--- config.mk ---
export PLATFORM = sky130hd
export DESIGN_NAME = fmc_apb_bridge
export DESIGN_NICKNAME = d
export VERILOG_FILES = /design/src/hdl/fmc_apb_pkg.sv /design/src/hdl/apb_requester.sv /design/src/hdl/fmc_apb_bridge.sv /design/src/hdl/fmc_frontend.sv /design/src/hdl/reset_stretch.sv /design/src/hdl/xfer_counters.sv
export VERILOG_INCLUDE_DIRS = /design/src /design/src/hdl
export SDC_FILE = /design/constraint.sdc
export NUM_CORES = 1
export LEC_CHECK = 0
export ABC_AREA = 1
export BUFFER_PORTS_ARGS = -buffer_cell sky130_fd_sc_hd__buf_2
export CAP_MARGIN = 0
export CORE_UTILIZATION = 50
export CTS_CLUSTER_DIAMETER = 60
export DETAILED_ROUTE_END_ITERATION = 12
export PLACE_DENSITY = 0.7
export SLEW_MARGIN = 20
export SYNTH_ARGS = -nofsm -noshare
export SYNTH_HDL_FRONTEND = slang
export SYNTH_SLANG_ARGS = --single-unit
--- constraint.sdc ---
create_clock -name apb -period 3.51 [get_ports apb]
set_input_delay 0.1755 -clock apb [delete_from_list [all_inputs] [get_ports apb]]
set_output_delay 0.1755 -clock apb [all_outputs]
set_load 0.05 [all_outputs]
--- src/hdl/fmc_apb_defines.svh ---
`ifndef FMC_APB_DEFINES_SVH
`define FMC_APB_DEFINES_SVH

//////////////////////////////
// Bus widths

// Multiplexed address/data pins on the host side
`define FMC_AD_W 16
// High address pins, above the AD bus
`define FMC_AHI_W 10
// Byte address, high pins + AD word address + implicit zero LSB
`define APB_ADDR_W 27
`define APB_DATA_W 32

//////////////////////////////
// Timing

// Clocks of reset held after the PLL reports lock
`define RST_STRETCH 15
// Host reaction time to a write wait state, in clocks
`define WAIT_RTT 1
// Counter window in clocks, kept short for simulation
`define XFER_WINDOW 256
`define XFER_CNT_W 16

`endif

--- src/hdl/fmc_apb_pkg.sv ---
`include "fmc_apb_defines.svh"

package fmc_apb_pkg;

	// Byte address on APB
	typedef logic [`APB_ADDR_W-1:0] apb_addr_t;
	typedef logic [`APB_DATA_W-1:0] apb_data_t;
	// One beat on the AD pins
	typedef logic [`FMC_AD_W-1:0] fmc_half_t;
	// One strobe bit per APB byte lane
	typedef logic [`APB_DATA_W/8-1:0] apb_strb_t;
	typedef logic [`XFER_CNT_W-1:0] xfer_cnt_t;

	// Host burst sequencing
	typedef enum logic [3:0] {
		ADDR,
		WAIT,
		WAIT2,
		WDATA_LO,
		WDATA_WAIT,
		WDATA_HI,
		ACTIVE,
		RDATA_LO,
		RDATA_HI,
		RD_END
	} fmc_state_t;

endpackage

--- src/hdl/apb_requester.sv ---
`timescale 1ns/1ps

module apb_requester (
	input  logic                   apb,
	input  logic                   bridge_rst_n,
	// Request from the host side
	input  logic                   req_valid,
	input  fmc_apb_pkg::apb_addr_t req_addr,
	input  logic                   req_write,
	input  fmc_apb_pkg::apb_data_t req_wdata,
	input  fmc_apb_pkg::apb_strb_t req_strb,
	// APB
	output logic                   psel,
	output logic                   penable,
	output fmc_apb_pkg::apb_addr_t paddr,
	output logic                   pwrite,
	output fmc_apb_pkg::apb_data_t pwdata,
	output fmc_apb_pkg::apb_strb_t pstrb,
	input  logic                   pready,
	input  fmc_apb_pkg::apb_data_t prdata,
	// Status back to the frontend and counters
	output logic                   busy,
	output fmc_apb_pkg::apb_data_t rdata,
	output logic                   done_read,
	output logic                   done_write
);

	logic xfer_end;

	// Completion is the access phase meeting pready
	assign xfer_end = penable && pready;
	assign done_read = xfer_end && !pwrite;
	assign done_write = xfer_end && pwrite;
	assign busy = psel;

	// Select and enable rise together, one transfer at a time
	always_ff @(posedge apb or negedge bridge_rst_n) begin
		if (!bridge_rst_n) begin
			psel <= 1'b0;
			penable <= 1'b0;
		end else if (req_valid) begin
			psel <= 1'b1;
			penable <= 1'b1;
		end else if (xfer_end) begin
			psel <= 1'b0;
			penable <= 1'b0;
		end
	end

	always_ff @(posedge apb) begin
		if (req_valid) begin
			paddr <= req_addr;
			pwrite <= req_write;
			pwdata <= req_wdata;
			pstrb <= req_strb;
		end
		// Keep read data for the host's two beats
		if (done_read)
			rdata <= prdata;
	end

	//////////////////////////////
	// Checks

	// Frontend never issues into an open transfer
	assert property (@(posedge apb) disable iff (!bridge_rst_n) req_valid |-> !psel)
		else $error("request overlaps an open APB transfer");

	// Address held through back-pressure
	assert property (@(posedge apb) disable iff (!bridge_rst_n)
		penable && !pready |=> $stable(paddr))
		else $error("paddr changed during a stalled transfer");

endmodule

--- src/hdl/fmc_apb_bridge.sv ---
`timescale 1ns/1ps
`include "fmc_apb_defines.svh"

module fmc_apb_bridge (
	input  logic                   apb,
	input  logic                   pll_lock,
	// Host bus
	input  logic                   cs_n,
	input  logic                   nadv,
	input  logic                   nwe,
	input  logic                   noe,
	input  logic [1:0]             nbl,
	input  logic [`FMC_AHI_W-1:0]  a_hi,
	input  fmc_apb_pkg::fmc_half_t ad_in,
	output fmc_apb_pkg::fmc_half_t ad_out,
	output logic                   ad_oe,
	output logic                   nwait,
	// APB
	output logic                   psel,
	output logic                   penable,
	output fmc_apb_pkg::apb_addr_t paddr,
	output logic                   pwrite,
	output fmc_apb_pkg::apb_data_t pwdata,
	output fmc_apb_pkg::apb_strb_t pstrb,
	input  logic                   pready,
	input  fmc_apb_pkg::apb_data_t prdata,
	// Throughput per window
	output fmc_apb_pkg::xfer_cnt_t reads_per_window,
	output fmc_apb_pkg::xfer_cnt_t writes_per_window
);

	logic bridge_rst_n;

	// Frontend to requester
	logic req_valid;
	fmc_apb_pkg::apb_addr_t req_addr;
	logic req_write;
	fmc_apb_pkg::apb_data_t req_wdata;
	fmc_apb_pkg::apb_strb_t req_strb;

	// Requester status
	logic busy;
	fmc_apb_pkg::apb_data_t rdata;
	logic done_read;
	logic done_write;

	// Host drives the pins whenever noe is high
	assign ad_oe = ~noe;

	reset_stretch u_reset (.apb, .pll_lock, .bridge_rst_n);

	fmc_frontend u_frontend (.apb, .bridge_rst_n, .cs_n, .nadv, .nwe, .nbl, .a_hi, .ad_in,
		.ad_out, .nwait, .busy, .rdata, .req_valid, .req_addr, .req_write, .req_wdata, .req_strb);

	apb_requester u_requester (.apb, .bridge_rst_n, .req_valid, .req_addr, .req_write,
		.req_wdata, .req_strb, .psel, .penable, .paddr, .pwrite, .pwdata, .pstrb, .pready,
		.prdata, .busy, .rdata, .done_read, .done_write);

	xfer_counters u_counters (.apb, .bridge_rst_n, .done_read, .done_write,
		.reads_per_window, .writes_per_window);

endmodule

--- src/hdl/fmc_frontend.sv ---
`timescale 1ns/1ps
`include "fmc_apb_defines.svh"

module fmc_frontend (
	input  logic                   apb,
	input  logic                   bridge_rst_n,
	// Host pins
	input  logic                   cs_n,
	input  logic                   nadv,
	input  logic                   nwe,
	input  logic [1:0]             nbl,
	input  logic [`FMC_AHI_W-1:0]  a_hi,
	input  fmc_apb_pkg::fmc_half_t ad_in,
	output fmc_apb_pkg::fmc_half_t ad_out,
	output logic                   nwait,
	// Requester side
	input  logic                   busy,
	input  fmc_apb_pkg::apb_data_t rdata,
	output logic                   req_valid,
	output fmc_apb_pkg::apb_addr_t req_addr,
	output logic                   req_write,
	output fmc_apb_pkg::apb_data_t req_wdata,
	output fmc_apb_pkg::apb_strb_t req_strb
);

	localparam int unsigned WCNT_W = $clog2(`WAIT_RTT + 2);

	fmc_apb_pkg::fmc_state_t state;

	// Address phase results
	fmc_apb_pkg::apb_addr_t pend_addr;
	logic pend_write;

	// Busy seen one clock late, lines up with what the host saw on nwait
	logic busy_ff;
	logic [WCNT_W-1:0] wait_cnt;

	// First write beat, held until the high beat arrives
	fmc_apb_pkg::fmc_half_t wdata_lo;
	logic [1:0] strb_lo;

	logic beat;
	logic rd_dispatch;
	logic wr_dispatch;

	//////////////////////////////
	// Request outputs

	// Edge where the host moves a beat, if the state is a data state
	assign beat = !cs_n && nwait;

	// Reads go out as soon as the APB side is free
	assign rd_dispatch = !cs_n && state == fmc_apb_pkg::WAIT && !pend_write && !busy;
	// Writes go out with the high beat straight from the pins
	assign wr_dispatch = beat && state == fmc_apb_pkg::WDATA_HI;

	assign req_valid = rd_dispatch || wr_dispatch;
	assign req_addr = pend_addr;
	assign req_write = pend_write;
	assign req_wdata = {ad_in, wdata_lo};
	// nbl is active low, strobes are active high
	assign req_strb = {~nbl, strb_lo};

	// Read beats, low half first
	always_comb begin
		case (state)
			fmc_apb_pkg::RDATA_LO: ad_out = rdata[`FMC_AD_W-1:0];
			fmc_apb_pkg::RDATA_HI: ad_out = rdata[`APB_DATA_W-1:`FMC_AD_W];
			default:               ad_out = '0;
		endcase
	end

	//////////////////////////////
	// Wait generation

	// Stall while APB is busy or while a read is being handed over
	always_ff @(posedge apb or negedge bridge_rst_n) begin
		if (!bridge_rst_n) begin
			nwait <= 1'b1;
			busy_ff <= 1'b0;
		end else begin
			busy_ff <= busy;
			nwait <= !(!cs_n && (busy || (state == fmc_apb_pkg::WAIT && !pend_write)));
		end
	end

	//////////////////////////////
	// Burst FSM

	always_ff @(posedge apb or negedge bridge_rst_n) begin
		if (!bridge_rst_n) begin
			state <= fmc_apb_pkg::ADDR;
			pend_write <= 1'b0;
			wait_cnt <= '0;
		end else if (cs_n) begin
			// Deselect ends any burst
			state <= fmc_apb_pkg::ADDR;
		end else begin
			case (state)
				fmc_apb_pkg::ADDR: begin
					if (!nadv) begin
						state <= fmc_apb_pkg::WAIT;
						pend_write <= !nwe;
					end
				end
				fmc_apb_pkg::WAIT: begin
					if (pend_write)
						state <= fmc_apb_pkg::WAIT2;
					else if (!busy)
						state <= fmc_apb_pkg::RDATA_LO;
				end
				// Previous write has to drain before new data is taken
				fmc_apb_pkg::WAIT2: begin
					if (!busy_ff)
						state <= fmc_apb_pkg::WDATA_LO;
				end
				fmc_apb_pkg::WDATA_LO: begin
					if (nwait) begin
						if (busy_ff) begin
							state <= fmc_apb_pkg::WDATA_WAIT;
							wait_cnt <= '0;
						end else begin
							state <= fmc_apb_pkg::WDATA_HI;
						end
					end
				end
				// Give the host time to see nwait go high again
				fmc_apb_pkg::WDATA_WAIT: begin
					if (!busy_ff) begin
						wait_cnt <= wait_cnt + 1'b1;
						if (wait_cnt >= WCNT_W'(`WAIT_RTT))
							state <= fmc_apb_pkg::WDATA_HI;
					end
				end
				fmc_apb_pkg::WDATA_HI: begin
					if (nwait)
						state <= fmc_apb_pkg::ACTIVE;
				end
				fmc_apb_pkg::RDATA_LO: begin
					if (nwait)
						state <= fmc_apb_pkg::RDATA_HI;
				end
				fmc_apb_pkg::RDATA_HI: begin
					if (nwait)
						state <= fmc_apb_pkg::RD_END;
				end
				// ACTIVE and RD_END sit until chip select drops
				default: state <= state;
			endcase
		end
	end

	// Address and low write beat
	always_ff @(posedge apb) begin
		// Word address, LSB is always zero on a 16-bit bus
		if (!cs_n && !nadv && state == fmc_apb_pkg::ADDR)
			pend_addr <= {a_hi, ad_in, 1'b0};
		if (beat && state == fmc_apb_pkg::WDATA_LO) begin
			wdata_lo <= ad_in;
			strb_lo <= ~nbl;
		end
	end

	//////////////////////////////
	// Checks

	// The WAIT2 gate must keep writes away from a busy requester
	assert property (@(posedge apb) disable iff (!bridge_rst_n) req_valid |-> !busy)
		else $error("request raised while APB side busy");

endmodule

--- src/hdl/reset_stretch.sv ---
`timescale 1ns/1ps
`include "fmc_apb_defines.svh"

module reset_stretch (
	input  logic apb,
	input  logic pll_lock,
	output logic bridge_rst_n
);

	// Clocks seen since lock came up
	logic [3:0] lock_cnt;

	// Lock loss clears everything at once
	// Release happens on the clock after the count reaches the stretch length
	always_ff @(posedge apb or negedge pll_lock) begin
		if (!pll_lock) begin
			lock_cnt <= 4'd0;
			bridge_rst_n <= 1'b0;
		end else if (!bridge_rst_n) begin
			if (lock_cnt == 4'(`RST_STRETCH))
				bridge_rst_n <= 1'b1;
			else
				lock_cnt <= lock_cnt + 4'd1;
		end
	end

	//////////////////////////////
	// Checks

	// Reset stays low while lock is low and for the whole stretch after it
	assert property (@(posedge apb)
		(!pll_lock || !$past(pll_lock, `RST_STRETCH + 1)) |-> !bridge_rst_n)
		else $error("bridge reset released without a full stretch after lock");

endmodule

--- src/hdl/xfer_counters.sv ---
`timescale 1ns/1ps
`include "fmc_apb_defines.svh"

module xfer_counters (
	input  logic                   apb,
	input  logic                   bridge_rst_n,
	input  logic                   done_read,
	input  logic                   done_write,
	output fmc_apb_pkg::xfer_cnt_t reads_per_window,
	output fmc_apb_pkg::xfer_cnt_t writes_per_window
);

	localparam int unsigned WIN_W = $clog2(`XFER_WINDOW);

	logic [WIN_W-1:0] win_cnt;
	logic win_end;

	// Index 0 counts reads, index 1 writes
	logic [1:0] done;
	fmc_apb_pkg::xfer_cnt_t run [2];
	fmc_apb_pkg::xfer_cnt_t snap [2];

	assign done = {done_write, done_read};
	assign win_end = win_cnt == WIN_W'(`XFER_WINDOW - 1);

	// Free-running window, first one starts at reset release
	always_ff @(posedge apb or negedge bridge_rst_n) begin
		if (!bridge_rst_n)
			win_cnt <= '0;
		else if (win_end)
			win_cnt <= '0;
		else
			win_cnt <= win_cnt + 1'b1;
	end

	// Snapshot takes the completion on the window's last clock as well
	always_ff @(posedge apb or negedge bridge_rst_n) begin
		if (!bridge_rst_n) begin
			for (int i = 0; i < 2; i++) begin
				run[i] <= '0;
				snap[i] <= '0;
			end
		end else begin
			for (int i = 0; i < 2; i++) begin
				if (win_end) begin
					snap[i] <= run[i] + fmc_apb_pkg::xfer_cnt_t'(done[i]);
					run[i] <= '0;
				end else begin
					run[i] <= run[i] + fmc_apb_pkg::xfer_cnt_t'(done[i]);
				end
			end
		end
	end

	assign reads_per_window = snap[0];
	assign writes_per_window = snap[1];

endmodule

==> summary.txt <==
Finish
  – Area growth from synthesis to layout: 30.2%
  – Fillers: 1240
  – Commonest non-fill, non-tap cell in the layout: buf_2
  – Final nets: 989
  – Area used by multi-input combinational logic: 1920 µm²
  – Storage element area: 6360 µm²
  – Most frequent cells in the layout: buf_2 (181), edfxtp_1 (139), nand2_1 (128), dfrtp_1 (85), nor2_1 (69)
  – Cell area after layout: 11200 µm²
  – Diodes inserted: 0
  – Share of cells above drive strength 1: 28.1%

Setup path
  – R2R Path Start: u_frontend.state[3]
  – R2r worst-path depth: 6
  – Setup CP Type: flip-flop to primary output
  – Crit. Startpoint: u_frontend.state[2]
  – Crit end category: primary output
  – CP cell instances: inv_2 -> nand2_1 -> nor2_4 -> a22o_1 -> buf_2
  – R2R setup slack: 1.47 ns
  – Setup crit end: ad_out[10]
  – CP Buf/Inv Count: 2
  – Critical path launch point type: flip-flop
  – WP data arrival: 2.07 ns
  – Critical path required time: 3.33 ns
  – Critical Path Fanout Max: 18
  – Worst R2R End: u_requester.paddr[23]
  – Crit path depth: 5
  – Slowest Stage Delay on Critical Path: 0.47 ns
  – CP max stage cell: dfrtp_1
  – Worst path top cell family by delay: simple AND/OR/NAND/NOR gates

Synthesis
  – Register area share after synthesis: 74.1%
  – Synth cell types: 39
  – Synth Register Bits: 226
  – Synth Warn #: 0
  – Cells after Synth: 656
  – Largest cells by area after synthesis: edfxtp_1 (49%), dfrtp_1 (25%), nand2_1 (5.6%)
  – Mapped Area: 8570 µm²
  – Synthesized area per cell: 13.1 µm²
  – Yosys top cell by area: edfxtp_1
  – Share of the synthesized area in the top cell type: 48.7%
  – Syn_nets: 730

Timing
  – Crit share post-route: 64.0%
  – Setup WS post-layout: 1.26 ns
  – Max Fclk: 0.445 GHz
  – Max-slew headroom: 41.0%
  – Worst slew pin tran: 0.884 ns
  – Setup Skew: 0.00646 ns
  – Final Max Tran Viols: 0
  – Fin crit period: 2.25 ns
  – Hold Fails Final Rpt: 0
  – Final setup fails: 0
  – RSZ-0062 raised after global routing: no
  – TNS Setup: 0 ns

Clock tree
  – Post-CTS Setup Bufs: 0
  – Clock buffer count from CTS: 23
  – Clk_lat worst skew: 0.49 ns
  – CTS root buf: clkbuf_16
  – CTS tree: yes
  – Clk slew on worst S/H paths: 0.07 ns
  – H-tree depth: 1
  – Max Buffers Root-to-Sink: 3
  – CTS sink cnt: 226

Place
  – Post-place instance area: 9730 µm²
  – Pre-CTS WS: 1.47 ns
  – Final GP Congestion: 0.848
  – PortBufs: 181
  – Post-detail-place hpwl: 11100 µm

GRT
  – M1 GR Usage: 24.9%
  – Largest net degree at the start of global routing: 83
  – Initial antenna violation count: 0
  – GRT busiest layer: met2
  – GRT overflow: 0
  – Number of global-route vias before repair: 5647
  – First-pass GRT wire length: 27500 µm
  – Routing usage on met3: 3.52%
  – GR Util met2: 34.8%
  – Total track usage: 19.6%

Run status
  – Outcome: completed

Power and ir drop
  – Int Pwr: 5.01 mW
  – Pwr/cell area: 635 nW/µm²
  – NetSw: 2.08 mW
  – Sequential power share: 46.6%
  – Leak pwr: 4.90 nW
  – Comb pwr share: 17.9%
  – Sw Share: 29.4%
  – VDD IR-drop max: 424 µV
  – Clock power frac: 35.5%

Routing
  – Vias: 5607
  – Routed wire per std cell: 14.8 µm
  – Via density: 4.87
  – Iteration-0 DRC Markers: 306
  – Remaining antenna violation count after routing: 0
  – Drt first pass iters: 4
  – Post-route DRC: 0
  – Routed wire length: 17100 µm

Floorplan
  – Die height: 133 µm
  – Num ports: 183
  – Die ar.: 17700 µm²
  – Core area: 16600 µm²
  – Initial Util: 51.5%
  – FP Rows: 47
  – Die width: 133 µm

Min path
  – HP Class: input pin to asynchronous set/reset pin

Run
  – Max-Cap Viols: 0
-- cells in the mapped netlist (all sizes together) --
cell,n
nand3,25
or2,1
clkbuf,2
and2,2
buf,13
nor3,11
dfstp,1
nor2,80
a31oi,3
nand2,138
ha,7
o21bai,1
inv,58
clkinv,1
edfxtp,139
xnor2,11
nor3b,1
xor2,20
mux2i,1
nand4,6
dfrtp,86
a21oi,6
a22o,16
o22ai,1
conb,1
o21ai,25
-- stage by stage --
stage	power [mW]	cells	hold slack, ns	utilization (%)
after CTS	7.15	1151	0.00245	67.0
after global placement	4.55	1047	-0.00940	58.5
final	7.09	1151	0.0364	67.1
after floorplan	4.24	656	-0.120	-
after global routing	7.39	1151	0.0225	67.1
after detailed placement	4.57	1047	-0.00757	58.5
-- sequential cells by signal, summed over array words and instances, names as in the netlist, 8 cells and up --
name	cells
u_counters.win_cnt	8
u_requester.pwdata	32
u_frontend.req_addr	26
u_counters.reads_per_window	16
u_counters.writes_per_window	16
u_frontend.wdata_lo	16
u_requester.paddr	26
u_requester.rdata	32
u_counters.run	32
-- power by group through the flow --
stage	clock network [mW]	registers (mW)	logic [mW]
after global routing	2.70	3.33	1.36
after detailed placement	0	3.36	1.22
after floorplan	0	3.77	0.474
final	2.52	3.30	1.27
after global placement	0	3.34	1.21
after CTS	2.57	3.31	1.28
-- kinds of logic after synthesis --
kind of cell / Yosys count / synth area share (%)
other cells: 1 / 0.0437
mux: 1 / 0.117
compound gates: 52 / 3.87
buf+inv: 74 / 3.74
xor+xnor: 31 / 3.17
simple gates: 264 / 14.0
fa+ha+maj: 7 / 1.02
flops: 226 / 74.1
-- worst min path at each step --
stage | end | slack (ns)
floorplan | u_reset.bridge_rst_n | -0.12
global placement | u_reset.lock_cnt[1] | -0.009
detailed placement | u_reset.lock_cnt[3] | -0.008
CTS | u_reset.lock_cnt[1] | 0.002
global route | u_reset.lock_cnt[2] | 0.02
finish | u_reset.lock_cnt[0] | 0.04
-- cell type report --
type / count / share of cell area, %
sequential: 226 / 57.0
multi-input combinational: 356 / 17.2
timing repair buffer: 249 / 14.3
clock buffer: 23 / 5.16
tap: 220 / 2.47
inverter: 59 / 1.98
clock inverter: 18 / 1.97
-- routing by layer --
| layer | part of all wire [%] | up-vias |
|---|---|---|
| met5 | 0 | - |
| met3 | 6.0 | 19 |
| met1 | 43 | 2678 |
| li1 | - | 2725 |
| met2 | 50 | 185 |
| met4 | 1.1 | 0 |
-- repair_timing --
item	in CTS	in global routing
hold buffers	63	0
hold endpoints to repair	101	0
gates resized for setup	0	0
(Power assumes the default switching activity.)
